<file path="src/hdl/region_config.svh">
`ifndef REGION_CONFIG_SVH
`define REGION_CONFIG_SVH

// Data word width in bits
`define REGION_WIDTH 8

// Address bits, shared by memory and queue
`define REGION_LOG2_DEPTH 5

// Peer channels sharing the region
`define REGION_NUM_CHANNELS 3

// Almost full once count reaches depth minus this margin
`define REGION_AF_MARGIN 4

`endif

</file>
<file path="src/hdl/region_mem_pkg.sv">
`default_nettype none

`include "region_config.svh"

package region_mem_pkg;

    typedef logic [`REGION_WIDTH-1:0] data_t;

    typedef logic [`REGION_LOG2_DEPTH-1:0] addr_t;

    // One bit wider than addr_t so a full queue can be counted
    typedef logic [`REGION_LOG2_DEPTH:0] count_t;

endpackage

`default_nettype wire

</file>
<file path="src/hdl/region_chan_pkg.sv">
`default_nettype none

`include "region_config.svh"

package region_chan_pkg;

    // Write view, one enable per target
    typedef struct packed {
        logic fifo_en;
        logic mem_en;
    } target_mask_t;

    // Same two bits, decoded as a code by reads and as a mask by writes
    typedef union packed {
        logic [1:0]   code;
        target_mask_t mask;
    } target_sel_u;

    localparam logic [1:0] TGT_MEM  = 2'b01;
    localparam logic [1:0] TGT_FIFO = 2'b10;

    typedef logic [$clog2(`REGION_NUM_CHANNELS > 1 ? `REGION_NUM_CHANNELS : 2)-1:0]
        chan_idx_t;

endpackage

`default_nettype wire

</file>
<file path="src/hdl/region_bram.sv">
`timescale 1ns/10ps
`default_nettype none

`include "region_config.svh"

module region_bram (
    input  wire                   clk,

    input  wire                   mem_re,
    input  wire region_mem_pkg::addr_t mem_raddr,
    output region_mem_pkg::data_t mem_rdata,

    input  wire                   mem_we,
    input  wire region_mem_pkg::addr_t mem_waddr,
    input  wire region_mem_pkg::data_t mem_wdata
);

    localparam int DEPTH = 1 << `REGION_LOG2_DEPTH;

    region_mem_pkg::data_t mem [DEPTH];

    // ********************************************************
    // Write port
    // ********************************************************
    always_ff @(posedge clk) begin
        if (mem_we) begin
            mem[mem_waddr] <= mem_wdata;
        end
    end

    // ********************************************************
    // Read port
    // ********************************************************
    // Same-address collision returns the old word
    always_ff @(posedge clk) begin
        if (mem_re) begin
            mem_rdata <= mem[mem_raddr];
        end
    end

endmodule

`default_nettype wire

</file>
<file path="src/hdl/region_fifo.sv">
`timescale 1ns/10ps
`default_nettype none

`include "region_config.svh"

module region_fifo (
    input  wire                    clk,
    input  wire                    arst_n,

    input  wire                    fifo_we,
    input  wire region_mem_pkg::data_t fifo_wdata,

    input  wire                    fifo_re,
    output logic                   fifo_rvalid,
    output region_mem_pkg::data_t  fifo_rdata,

    output logic                   fifo_empty,
    output logic                   fifo_almost_full,
    output region_mem_pkg::count_t fifo_count
);

    localparam int DEPTH = 1 << `REGION_LOG2_DEPTH;

    region_mem_pkg::data_t buffer [DEPTH];
    region_mem_pkg::addr_t wr_ptr;
    region_mem_pkg::addr_t rd_ptr;

    logic full;
    logic do_write;
    logic do_read;

    // ********************************************************
    // Status
    // ********************************************************
    assign full             = (fifo_count == region_mem_pkg::count_t'(DEPTH));
    assign fifo_empty       = (fifo_count == '0);
    assign fifo_almost_full =
        (fifo_count >= region_mem_pkg::count_t'(DEPTH - `REGION_AF_MARGIN));

    // Full drops the write, empty drops the read
    assign do_write = fifo_we && !full;
    assign do_read  = fifo_re && !fifo_empty;

    // ********************************************************
    // Pointers and count
    // ********************************************************
    always_ff @(posedge clk or negedge arst_n) begin
        if (!arst_n) begin
            wr_ptr      <= '0;
            rd_ptr      <= '0;
            fifo_count  <= '0;
            fifo_rvalid <= 1'b0;
        end else begin
            fifo_rvalid <= do_read;
            if (do_write) begin
                wr_ptr <= wr_ptr + 1'b1;
            end
            if (do_read) begin
                rd_ptr <= rd_ptr + 1'b1;
            end
            case ({do_write, do_read})
                2'b10:   fifo_count <= fifo_count + 1'b1;
                2'b01:   fifo_count <= fifo_count - 1'b1;
                default: fifo_count <= fifo_count;
            endcase
        end
    end

    // ********************************************************
    // Storage
    // ********************************************************
    always_ff @(posedge clk) begin
        if (do_write) begin
            buffer[wr_ptr] <= fifo_wdata;
        end
        if (do_read) begin
            fifo_rdata <= buffer[rd_ptr];
        end
    end

endmodule

`default_nettype wire

</file>
<file path="src/hdl/region_read_arbiter.sv">
`timescale 1ns/10ps
`default_nettype none

`include "region_config.svh"

module region_read_arbiter (
    input  wire                         clk,
    input  wire                         arst_n,

    input  wire                         re     [`REGION_NUM_CHANNELS],
    input  wire region_chan_pkg::target_sel_u rsel [`REGION_NUM_CHANNELS],
    input  wire region_mem_pkg::addr_t  raddr  [`REGION_NUM_CHANNELS],
    output logic                        rvalid [`REGION_NUM_CHANNELS],
    output region_mem_pkg::data_t       rdata  [`REGION_NUM_CHANNELS],

    output logic                        mem_re,
    output region_mem_pkg::addr_t       mem_raddr,
    output logic                        fifo_re,
    input  wire                         fifo_rvalid,
    input  wire region_mem_pkg::data_t  fifo_rdata,
    input  wire region_mem_pkg::data_t  mem_rdata
);

    localparam int NCH = `REGION_NUM_CHANNELS;

    region_chan_pkg::chan_idx_t mem_idx;
    region_chan_pkg::chan_idx_t fifo_idx;

    logic grant_q    [NCH];
    logic fifo_tgt_q [NCH];

    // ********************************************************
    // Fixed priority, lowest channel wins per target
    // ********************************************************
    always_comb begin
        mem_re    = 1'b0;
        mem_raddr = '0;
        mem_idx   = '0;
        fifo_re   = 1'b0;
        fifo_idx  = '0;
        for (int i = 0; i < NCH; i++) begin
            if (re[i] && !mem_re && rsel[i].code == region_chan_pkg::TGT_MEM) begin
                mem_re    = 1'b1;
                mem_raddr = raddr[i];
                mem_idx   = region_chan_pkg::chan_idx_t'(i);
            end
            if (re[i] && !fifo_re && rsel[i].code == region_chan_pkg::TGT_FIFO) begin
                fifo_re  = 1'b1;
                fifo_idx = region_chan_pkg::chan_idx_t'(i);
            end
        end
    end

    // ********************************************************
    // Return routing
    // ********************************************************
    for (genvar i = 0; i < NCH; i++) begin : gen_chan
        logic mem_hit;
        logic fifo_hit;

        assign mem_hit  = mem_re && (mem_idx == region_chan_pkg::chan_idx_t'(i));
        assign fifo_hit = fifo_re && (fifo_idx == region_chan_pkg::chan_idx_t'(i));

        always_ff @(posedge clk or negedge arst_n) begin
            if (!arst_n) begin
                grant_q[i]    <= 1'b0;
                fifo_tgt_q[i] <= 1'b0;
            end else begin
                grant_q[i]    <= mem_hit || fifo_hit;
                fifo_tgt_q[i] <= fifo_hit;
            end
        end

        // Queue grant gets nothing back if the queue was empty
        assign rvalid[i] = grant_q[i] && (!fifo_tgt_q[i] || fifo_rvalid);
        assign rdata[i]  = fifo_tgt_q[i] ? fifo_rdata : mem_rdata;
    end

endmodule

`default_nettype wire

</file>
<file path="src/hdl/region_write_arbiter.sv">
`timescale 1ns/10ps
`default_nettype none

`include "region_config.svh"

module region_write_arbiter (
    input  wire                         clk,
    input  wire                         arst_n,

    input  wire                         we    [`REGION_NUM_CHANNELS],
    input  wire region_chan_pkg::target_sel_u wsel [`REGION_NUM_CHANNELS],
    input  wire region_mem_pkg::addr_t  waddr [`REGION_NUM_CHANNELS],
    input  wire region_mem_pkg::data_t  wdata [`REGION_NUM_CHANNELS],

    output logic                        mem_we,
    output region_mem_pkg::addr_t       mem_waddr,
    output region_mem_pkg::data_t       mem_wdata,
    output logic                        fifo_we,
    output region_mem_pkg::data_t       fifo_wdata
);

    localparam int NCH = `REGION_NUM_CHANNELS;

    logic                  mem_hit;
    logic                  fifo_hit;
    region_mem_pkg::addr_t mem_sel_addr;
    region_mem_pkg::data_t mem_sel_data;
    region_mem_pkg::data_t fifo_sel_data;

    // ********************************************************
    // Mask decode, independent grant per target
    // ********************************************************
    always_comb begin
        mem_hit       = 1'b0;
        fifo_hit      = 1'b0;
        mem_sel_addr  = '0;
        mem_sel_data  = '0;
        fifo_sel_data = '0;
        for (int i = 0; i < NCH; i++) begin
            if (we[i] && wsel[i].mask.mem_en && !mem_hit) begin
                mem_hit      = 1'b1;
                mem_sel_addr = waddr[i];
                mem_sel_data = wdata[i];
            end
            if (we[i] && wsel[i].mask.fifo_en && !fifo_hit) begin
                fifo_hit      = 1'b1;
                fifo_sel_data = wdata[i];
            end
        end
    end

    always_ff @(posedge clk or negedge arst_n) begin
        if (!arst_n) begin
            mem_we  <= 1'b0;
            fifo_we <= 1'b0;
        end else begin
            mem_we  <= mem_hit;
            fifo_we <= fifo_hit;
        end
    end

    // Winning payload, held until the next grant
    always_ff @(posedge clk) begin
        if (mem_hit) begin
            mem_waddr <= mem_sel_addr;
            mem_wdata <= mem_sel_data;
        end
        if (fifo_hit) begin
            fifo_wdata <= fifo_sel_data;
        end
    end

endmodule

`default_nettype wire

</file>
<file path="src/hdl/region.sv">
`timescale 1ns/10ps
`default_nettype none

`include "region_config.svh"

module region (
    input  wire                          clk,
    input  wire                          arst_n,

    input  wire                          re     [`REGION_NUM_CHANNELS],
    input  wire region_chan_pkg::target_sel_u rsel [`REGION_NUM_CHANNELS],
    input  wire region_mem_pkg::addr_t   raddr  [`REGION_NUM_CHANNELS],
    output logic                         rvalid [`REGION_NUM_CHANNELS],
    output region_mem_pkg::data_t        rdata  [`REGION_NUM_CHANNELS],

    input  wire                          we     [`REGION_NUM_CHANNELS],
    input  wire region_chan_pkg::target_sel_u wsel [`REGION_NUM_CHANNELS],
    input  wire region_mem_pkg::addr_t   waddr  [`REGION_NUM_CHANNELS],
    input  wire region_mem_pkg::data_t   wdata  [`REGION_NUM_CHANNELS],

    // Queue status, common to all channels
    output logic                         fifo_empty,
    output logic                         fifo_almost_full,
    output region_mem_pkg::count_t       fifo_count
);

    logic                  mem_re;
    region_mem_pkg::addr_t mem_raddr;
    region_mem_pkg::data_t mem_rdata;
    logic                  mem_we;
    region_mem_pkg::addr_t mem_waddr;
    region_mem_pkg::data_t mem_wdata;

    logic                  fifo_re;
    logic                  fifo_rvalid;
    region_mem_pkg::data_t fifo_rdata;
    logic                  fifo_we;
    region_mem_pkg::data_t fifo_wdata;

    // ********************************************************
    // Arbiters
    // ********************************************************
    region_read_arbiter read_arb_inst (
        .clk         (clk),
        .arst_n      (arst_n),
        .re          (re),
        .rsel        (rsel),
        .raddr       (raddr),
        .rvalid      (rvalid),
        .rdata       (rdata),
        .mem_re      (mem_re),
        .mem_raddr   (mem_raddr),
        .fifo_re     (fifo_re),
        .fifo_rvalid (fifo_rvalid),
        .fifo_rdata  (fifo_rdata),
        .mem_rdata   (mem_rdata)
    );

    region_write_arbiter write_arb_inst (
        .clk        (clk),
        .arst_n     (arst_n),
        .we         (we),
        .wsel       (wsel),
        .waddr      (waddr),
        .wdata      (wdata),
        .mem_we     (mem_we),
        .mem_waddr  (mem_waddr),
        .mem_wdata  (mem_wdata),
        .fifo_we    (fifo_we),
        .fifo_wdata (fifo_wdata)
    );

    // ********************************************************
    // Storage
    // ********************************************************
    region_bram bram_inst (
        .clk       (clk),
        .mem_re    (mem_re),
        .mem_raddr (mem_raddr),
        .mem_rdata (mem_rdata),
        .mem_we    (mem_we),
        .mem_waddr (mem_waddr),
        .mem_wdata (mem_wdata)
    );

    region_fifo fifo_inst (
        .clk              (clk),
        .arst_n           (arst_n),
        .fifo_we          (fifo_we),
        .fifo_wdata       (fifo_wdata),
        .fifo_re          (fifo_re),
        .fifo_rvalid      (fifo_rvalid),
        .fifo_rdata       (fifo_rdata),
        .fifo_empty       (fifo_empty),
        .fifo_almost_full (fifo_almost_full),
        .fifo_count       (fifo_count)
    );

endmodule

`default_nettype wire

</file>
<file path="config.mk">
export PLATFORM = sky130hd
export DESIGN_NAME = region
export DESIGN_NICKNAME = d
export VERILOG_FILES = /design/src/hdl/region_mem_pkg.sv /design/src/hdl/region_chan_pkg.sv /design/src/hdl/region_bram.sv /design/src/hdl/region_fifo.sv /design/src/hdl/region_read_arbiter.sv /design/src/hdl/region_write_arbiter.sv /design/src/hdl/region.sv
export VERILOG_INCLUDE_DIRS = /design/src /design/src/hdl
export SDC_FILE = /design/constraint.sdc
export NUM_CORES = 1
export LEC_CHECK = 0
export BUFFER_PORTS_ARGS = -buffer_cell sky130_fd_sc_hd__buf_2
export CORE_AREA = 2 2 251 253
export DETAILED_ROUTE_END_ITERATION = 7
export DIE_AREA = 0 0 253 255
export SLEW_MARGIN = 40
export SYNTH_ARGS = -nofsm -noshare
export SYNTH_HDL_FRONTEND = slang
export SYNTH_SLANG_ARGS = --single-unit
</file>
<file path="constraint.sdc">
create_clock -name clk -period 3.6 [get_ports clk]
set_input_delay 0 -clock clk [delete_from_list [all_inputs] [get_ports clk]]
set_output_delay 0 -clock clk [all_outputs]
set_load 0.05 [all_outputs]
</file>
Word-level counts from Yosys, hierarchy flattened:

Memory sizes are Yosys's and may differ from the RTL's. A register that Yosys moved wholly into a read port is not among the register bits.
Index checks and enable logic that the tools add are counted.
Widths: inputs -> output; s select.

* word-level logic and storage cells: 125
* bits in writable memories: 512
* output and inout port bits: 35
* input bits: 74
* bits in registers: 46
* memories kept: 2

Memories
* bram_inst.mem: words 32, bits a word 8, rd ports 1, clocked after memory_dff 1, write ports 1, RTL line region_bram.sv:20 `region_mem_pkg::data_t mem [DEPTH];`
* fifo_inst.buffer: words 32, bits a word 8, rd ports 1, clocked after memory_dff 1, write ports 1, RTL line region_fifo.sv:24 `region_mem_pkg::data_t buffer [DEPTH];`

* reductions and logical operators: 54
* multiplexer cells: 36
* add/subtract/negate cells: 4
* equality and inequality tests: 13
* order comparisons: 1

Operator list (count)
* $mux 8: 9
* $logic_and 1x1->1: 31
* $mux 5: 6
* $mux 1: 18
* $logic_not 1->1: 13
* $eq 2x1->1 const B: 6
* $eq 2x2->1 const B: 6
* $pmux 6 s2: 1
* $add 5x1->5 const B: 2
* $add 6x1->6 const B: 1
* $eq 6x6->1 const B: 1
* $ge 6x5->1 const B: 1
* $logic_not 6->1: 1
* $logic_or 1x1->1: 6
* $sub 6x1->6 const B: 1
* $logic_not 2->1: 2
* $mux 2: 2
* $reduce_bool 2->1: 1

Logic depth before layout (Yosys ltp):

* depth after elaboration: 14
* gate-level depth with buffers: 13
* gate-level depth less buffers: 13

By module:

A second synthesis with hierarchy kept.

* cell total of the unflattened synthesis: 1147
* area total of the unflattened synthesis: 23127.2 µm²

Modules (own cells, without submodules)
* region_fifo: times used 1, cells each 568, area an instance 11167.0 µm², seq. area each 8353.0 µm²
* region_bram: times used 1, cells each 417, area an instance 10133.5 µm², seq. area each 7927.6 µm²
* region_write_arbiter: times used 1, cells each 83, area an instance 1129.8 µm², seq. area each 680.7 µm²
* region_read_arbiter: times used 1, cells each 79, area an instance 696.9 µm², seq. area each 150.1 µm²

Worst setup path before layout:

Ideal clock, no wire load.

* kind: register to register
* start: reg fifo_inst.fifo_count[0]
* end: reg fifo_inst.fifo_count[5]
* library setup time: 146 ps
* setup slack: -178 ps
* arrival: 3632 ps
* clock period less this slack: 3778 ps
* stages on the path, launching flop included: 14
* cell sequence: dfrtp_1 nor3_1 nand2_1 nor2_1 a21oi_1 ha_1 ha_1 a21o_1 a21oi_1 o21bai_1 a21oi_1 xnor2_1 nor2_1 xor2_1

* cells in the longest elaborated chain, start to end: 5

RTL lines
* from (decl): RTL line region_fifo.sv:19 `output region_mem_pkg::count_t fifo_count`
* from (signal assigned): RTL line region_fifo.sv:62 `2'b10: fifo_count <= fifo_count + 1'b1;`
* from (signal assigned): RTL line region_fifo.sv:63 `2'b01: fifo_count <= fifo_count - 1'b1;`
* from (signal assigned): RTL line region_fifo.sv:64 `default: fifo_count <= fifo_count;`
* $logic_not 6->1 *: RTL line region_fifo.sv:36 `assign fifo_empty = (fifo_count == '0);`
* named net fifo_empty: RTL line region.sv:22 `output logic fifo_empty,`
* $logic_not 1->1 *: RTL line region_fifo.sv:42 `assign do_read = fifo_re && !fifo_empty;`
* $logic_and 1x1->1 *: RTL line region_fifo.sv:42
* named net fifo_inst.do_read: RTL line region_fifo.sv:30 `logic do_read;`
* $eq 2x1->1 / $eq 2x2->1 (equally long branches): RTL line region_fifo.sv:61 `case ({do_write, do_read})`
* $pmux 6 s2 / $reduce_bool 2->1 (equally long branches)

The timed path passes the listed nets; every way through them passes the cells marked *.
A chain may end at the register's enable or synchronous reset.

Worst setup path after layout:

* start: reg fifo_inst.fifo_count[2]
* end: reg fifo_inst.fifo_count[5]

* cells in the longest elaborated chain, start to end: 5

RTL lines
* branches (longest 5 deep; another with $sub 6x1->6)

Parallel ways; which one is timed is not known.

==> results.py <==
metrics = {
    "setup_path": {
        "start_kind": "register",
        "worstPathRequired_ps": 4120,
        "path_class": "reg2reg",
        "end_kind": "register",
        "critPathMaxFanout": 9,
        "critPathArrivalTime_ps": 3440,
    },
    "synth": {
        "netlist_instances": 1274,
        "synth_cell_types": 60,
        "seq_area_frac_synth": 0.7380,
        "synth_edf_count": 549,
        "syn_area_per_cell_sq_um": 18.20,
        "synth-seq-cells": 574,
        "synthArstFlopShare": 0.04355,
        "yosys_warnings": 0,
        "synth_ff_type": "edfxtp_1",
        "syn_nets": 1359,
        "synthesis.area_sq_mm": 0.02319,
    },
    "sta": {
        "max_slew.worst_pin.slew_ps": 846.8,
        "period_share": 0.8128,
        "finalCriticalPeriod_ps": 2926,
        "slew_violations": 0,
        "setup_viol": 0,
        "relSlewSlack": 0.4334,
        "finalHoldViolations": 0,
        "fin_worst_skew_ps": 48.85,
        "fin_hold_ws_ps": 6.889,
        "fin_setup_tns_ps": 0,
        "rsz0062_at_grt": "no",
        "fmax_mhz": 341.8,
    },
    "clock_network": {
        "cts-resized-gates": 0,
        "clock_latency_ps": 640,
        "htree_levels": 2,
        "cts_setup_buffers": 0,
        "root_buffer": "clkbuf_16",
        "cts_sinks": 574,
        "clk_pin_slew_ps": 60,
        "clock_path_buffers": 3,
        "cts_tree": "built",
        "numCtsBuffers": 57,
    },
    "routing": {
        "viasPerCell": 5.358,
        "wire_per_inst_microns": 22.72,
        "drc_errors": 0,
        "wirelength_microns": 53090,
        "ant_nets": 0,
        "drt_iter0_drc": 1344,
        "dr.pass1.iters": 6,
        "vias": 12520,
    },
    "power": {
        "leakage_nw": 9.096,
        "ir_drop_mv": 0.4472,
        "p_per_area_mw_per_mm2": 667.0,
    },
    "grt": {
        "grt_max_degree": 82,
        "antenna_found_initial": 1,
        "grt_use_met2": 0.2459,
        "grt_use_total": 0.1656,
        "grt_pass1_wl_microns": 79640,
        "grt_pass1_vias": 12540,
        "grt-busiest-layer": "met1",
        "overflow": 0,
        "use_met3": 0.03031,
        "met1_usage": 0.2511,
    },
    "final_layout": {
        "final_cell_mix": "edfxtp_1 (549), buf_2 (108), nand2_1 (101), mux4_2 (80), nor2_1 (76)",
        "drive_gt1_frac": 0.2679,
        "instances_no_fill": 2337,
        "final_common_cell": "edfxtp_1",
        "final_cell_area_sq_mm": 0.02741,
        "antenna_cells": 0,
        "post-route-util": 0.4410,
        "areaGrowthSynthToFinish_pct": 18.23,
        "nets": 1576,
    },
    "placed_design": {
        "dpl-instance-area_sq_mm": 0.02501,
        "port_buffers": 108,
        "dp.cells": 2176,
        "dp_hpwl_microns": 35130,
        "place.gp.congestion": 0.8289,
    },
    "floorplanning": {
        "rows": 92,
        "dieArea_sq_mm": 0.06452,
        "fp.dieH_microns": 255,
        "core_sq_mm": 0.06216,
        "start_util": 0.3730,
        "num_io_pins": 109,
        "die_x_microns": 253,
    },
    "min_path": {
        "hold_path_class": "in2async",
    },
    "run_status": {
        "status": "completed",
    },
    "job": {
        "cap_viol_max_count": 0,
    },
}
[worst max-delay path: stages, from the launching register on]
cell      delay (ps)
dfrtp_1          420
nor2_1            90
a31oi_1          630
inv_1            100
ha_1             280
ha_1             300
a21o_1           180
a21oi_1          210
o21bai_1          90
a21oi_1          170
xnor2_1          130
nor2_1            60
xor2_1           150
[what timing repair did]
item                                    4_1_cts  5_1_grt
hold buffers                                 55        0
endpoints found under the setup margin        0        0
endpoints found under the hold margin        53        0
[layout make-up]
cell class                 instances  area, sq um
multi-input combinational        608         5722
clock buffer                      75         1514
tap                              799        999.7
sequential                       574        17120
fill                            5359        34750
timing repair buffer             219         1645
clock inverter                    31        297.8
inverter                          31        116.4
[kinds of logic after synthesis]
family,count (synthesis),share of synthesized area
XOR/XNOR,13,0.004911
AO/OA/AOI/OAI,119,0.04209
adder cells (fa/ha/maj),11,0.006260
buffers and inverters,92,0.01792
AND/OR/NAND/NOR,264,0.05693
multiplexers,201,0.1339
flip-flops,574,0.7380
[report_power, final]
| group | internal (mW) | total (mW) | switching, mW |
|---|---|---|---|
| clock | 3.26 | 5.76 | 2.50 |
| combinational | 1.75 | 3.99 | 2.24 |
| sequential | 8.05 | 8.54 | 0.485 |
| total | 13.1 | 18.3 | 5.22 |
[layer usage]
metal	up-vias	share of wire
met4	0	0.021
met3	75	0.068
met5	-	0
li1	5571	-
met2	448	0.44
met1	6428	0.47
[registers in the layout, indices dropped and copies added (netlist names), 3 cells and up]
signal                     count
fifo_inst.fifo_rdata           8
fifo_inst.rd_ptr               5
write_arb_inst.mem_waddr       5
bram_inst.mem_rdata            8
bram_inst.mem                256
read_arb_inst.grant_q          3
read_arb_inst.fifo_tgt_q       3
fifo_inst.wr_ptr               5
write_arb_inst.fifo_wdata      8
fifo_inst.buffer             256
fifo_inst.fifo_count           6
write_arb_inst.mem_wdata       8
[through the flow]
step	worst slack, ps	total power, mW
after global routing	453.9	19.03
after CTS	687.1	18.46
after floorplan	102.9	11.15
after global placement	717.1	12.52
final	674.1	18.29
after detailed placement	696.2	12.63
[final timing paths]
kind | endpoint | cells after the start | from | slack (ps)
setup / recovery | fifo_inst.fifo_count[5]$_DFFE_PN0P_ | 12 | fifo_inst.fifo_count[2]$_DFFE_PN0P_ | 670
max in group asynchronous | fifo_inst.rd_ptr[0]$_DFFE_PN0P_ | 2 | arst_n | 3040
hold / removal | fifo_inst.wr_ptr[3]$_DFFE_PN0P_ | 2 | arst_n | 7
min in group clk | read_arb_inst.grant_q[2]$_DFF_PN0_ | 3 | re[2] | 10
hold reg to reg | fifo_inst.buffer[14][1]$_DFFE_PP_ | 0 | write_arb_inst.fifo_wdata[1]$_DFFE_PP_ | 480
setup reg to reg | fifo_inst.fifo_count[5]$_DFFE_PN0P_ | 12 | fifo_inst.fifo_count[2]$_DFFE_PN0P_ | 670
[synthesized netlist by cell type (all sizes together), types with 3 or more instances]
cell,instances,share of area
a32o,24,0.010
and4,8,0.0030
a221oi,8,0.0030
a21oi,8,0.0019
mux4,80,0.078
inv,31,0.0050
a21boi,3,0.00097
edfxtp,549,0.71
or3b,5,0.0019
nor4,10,0.0032
nor3b,3,0.0012
mux2i,48,0.021
clkbuf,25,0.0040
nand2,101,0.016
a32oi,8,0.0030
and4b,5,0.0022
o22ai,17,0.0046
xor2,4,0.0015
mux2,73,0.035
xnor2,9,0.0034
nor2,87,0.014
and3b,7,0.0026
buf,36,0.0088
ha,10,0.0054
o21ai,9,0.0019
nand3b,11,0.0037
nand4,4,0.0011
a31oi,9,0.0024
or3,3,0.00081
nand3,9,0.0019
a222oi,21,0.0091
dfrtp,25,0.027
Power figures use the tool's default switching activity.
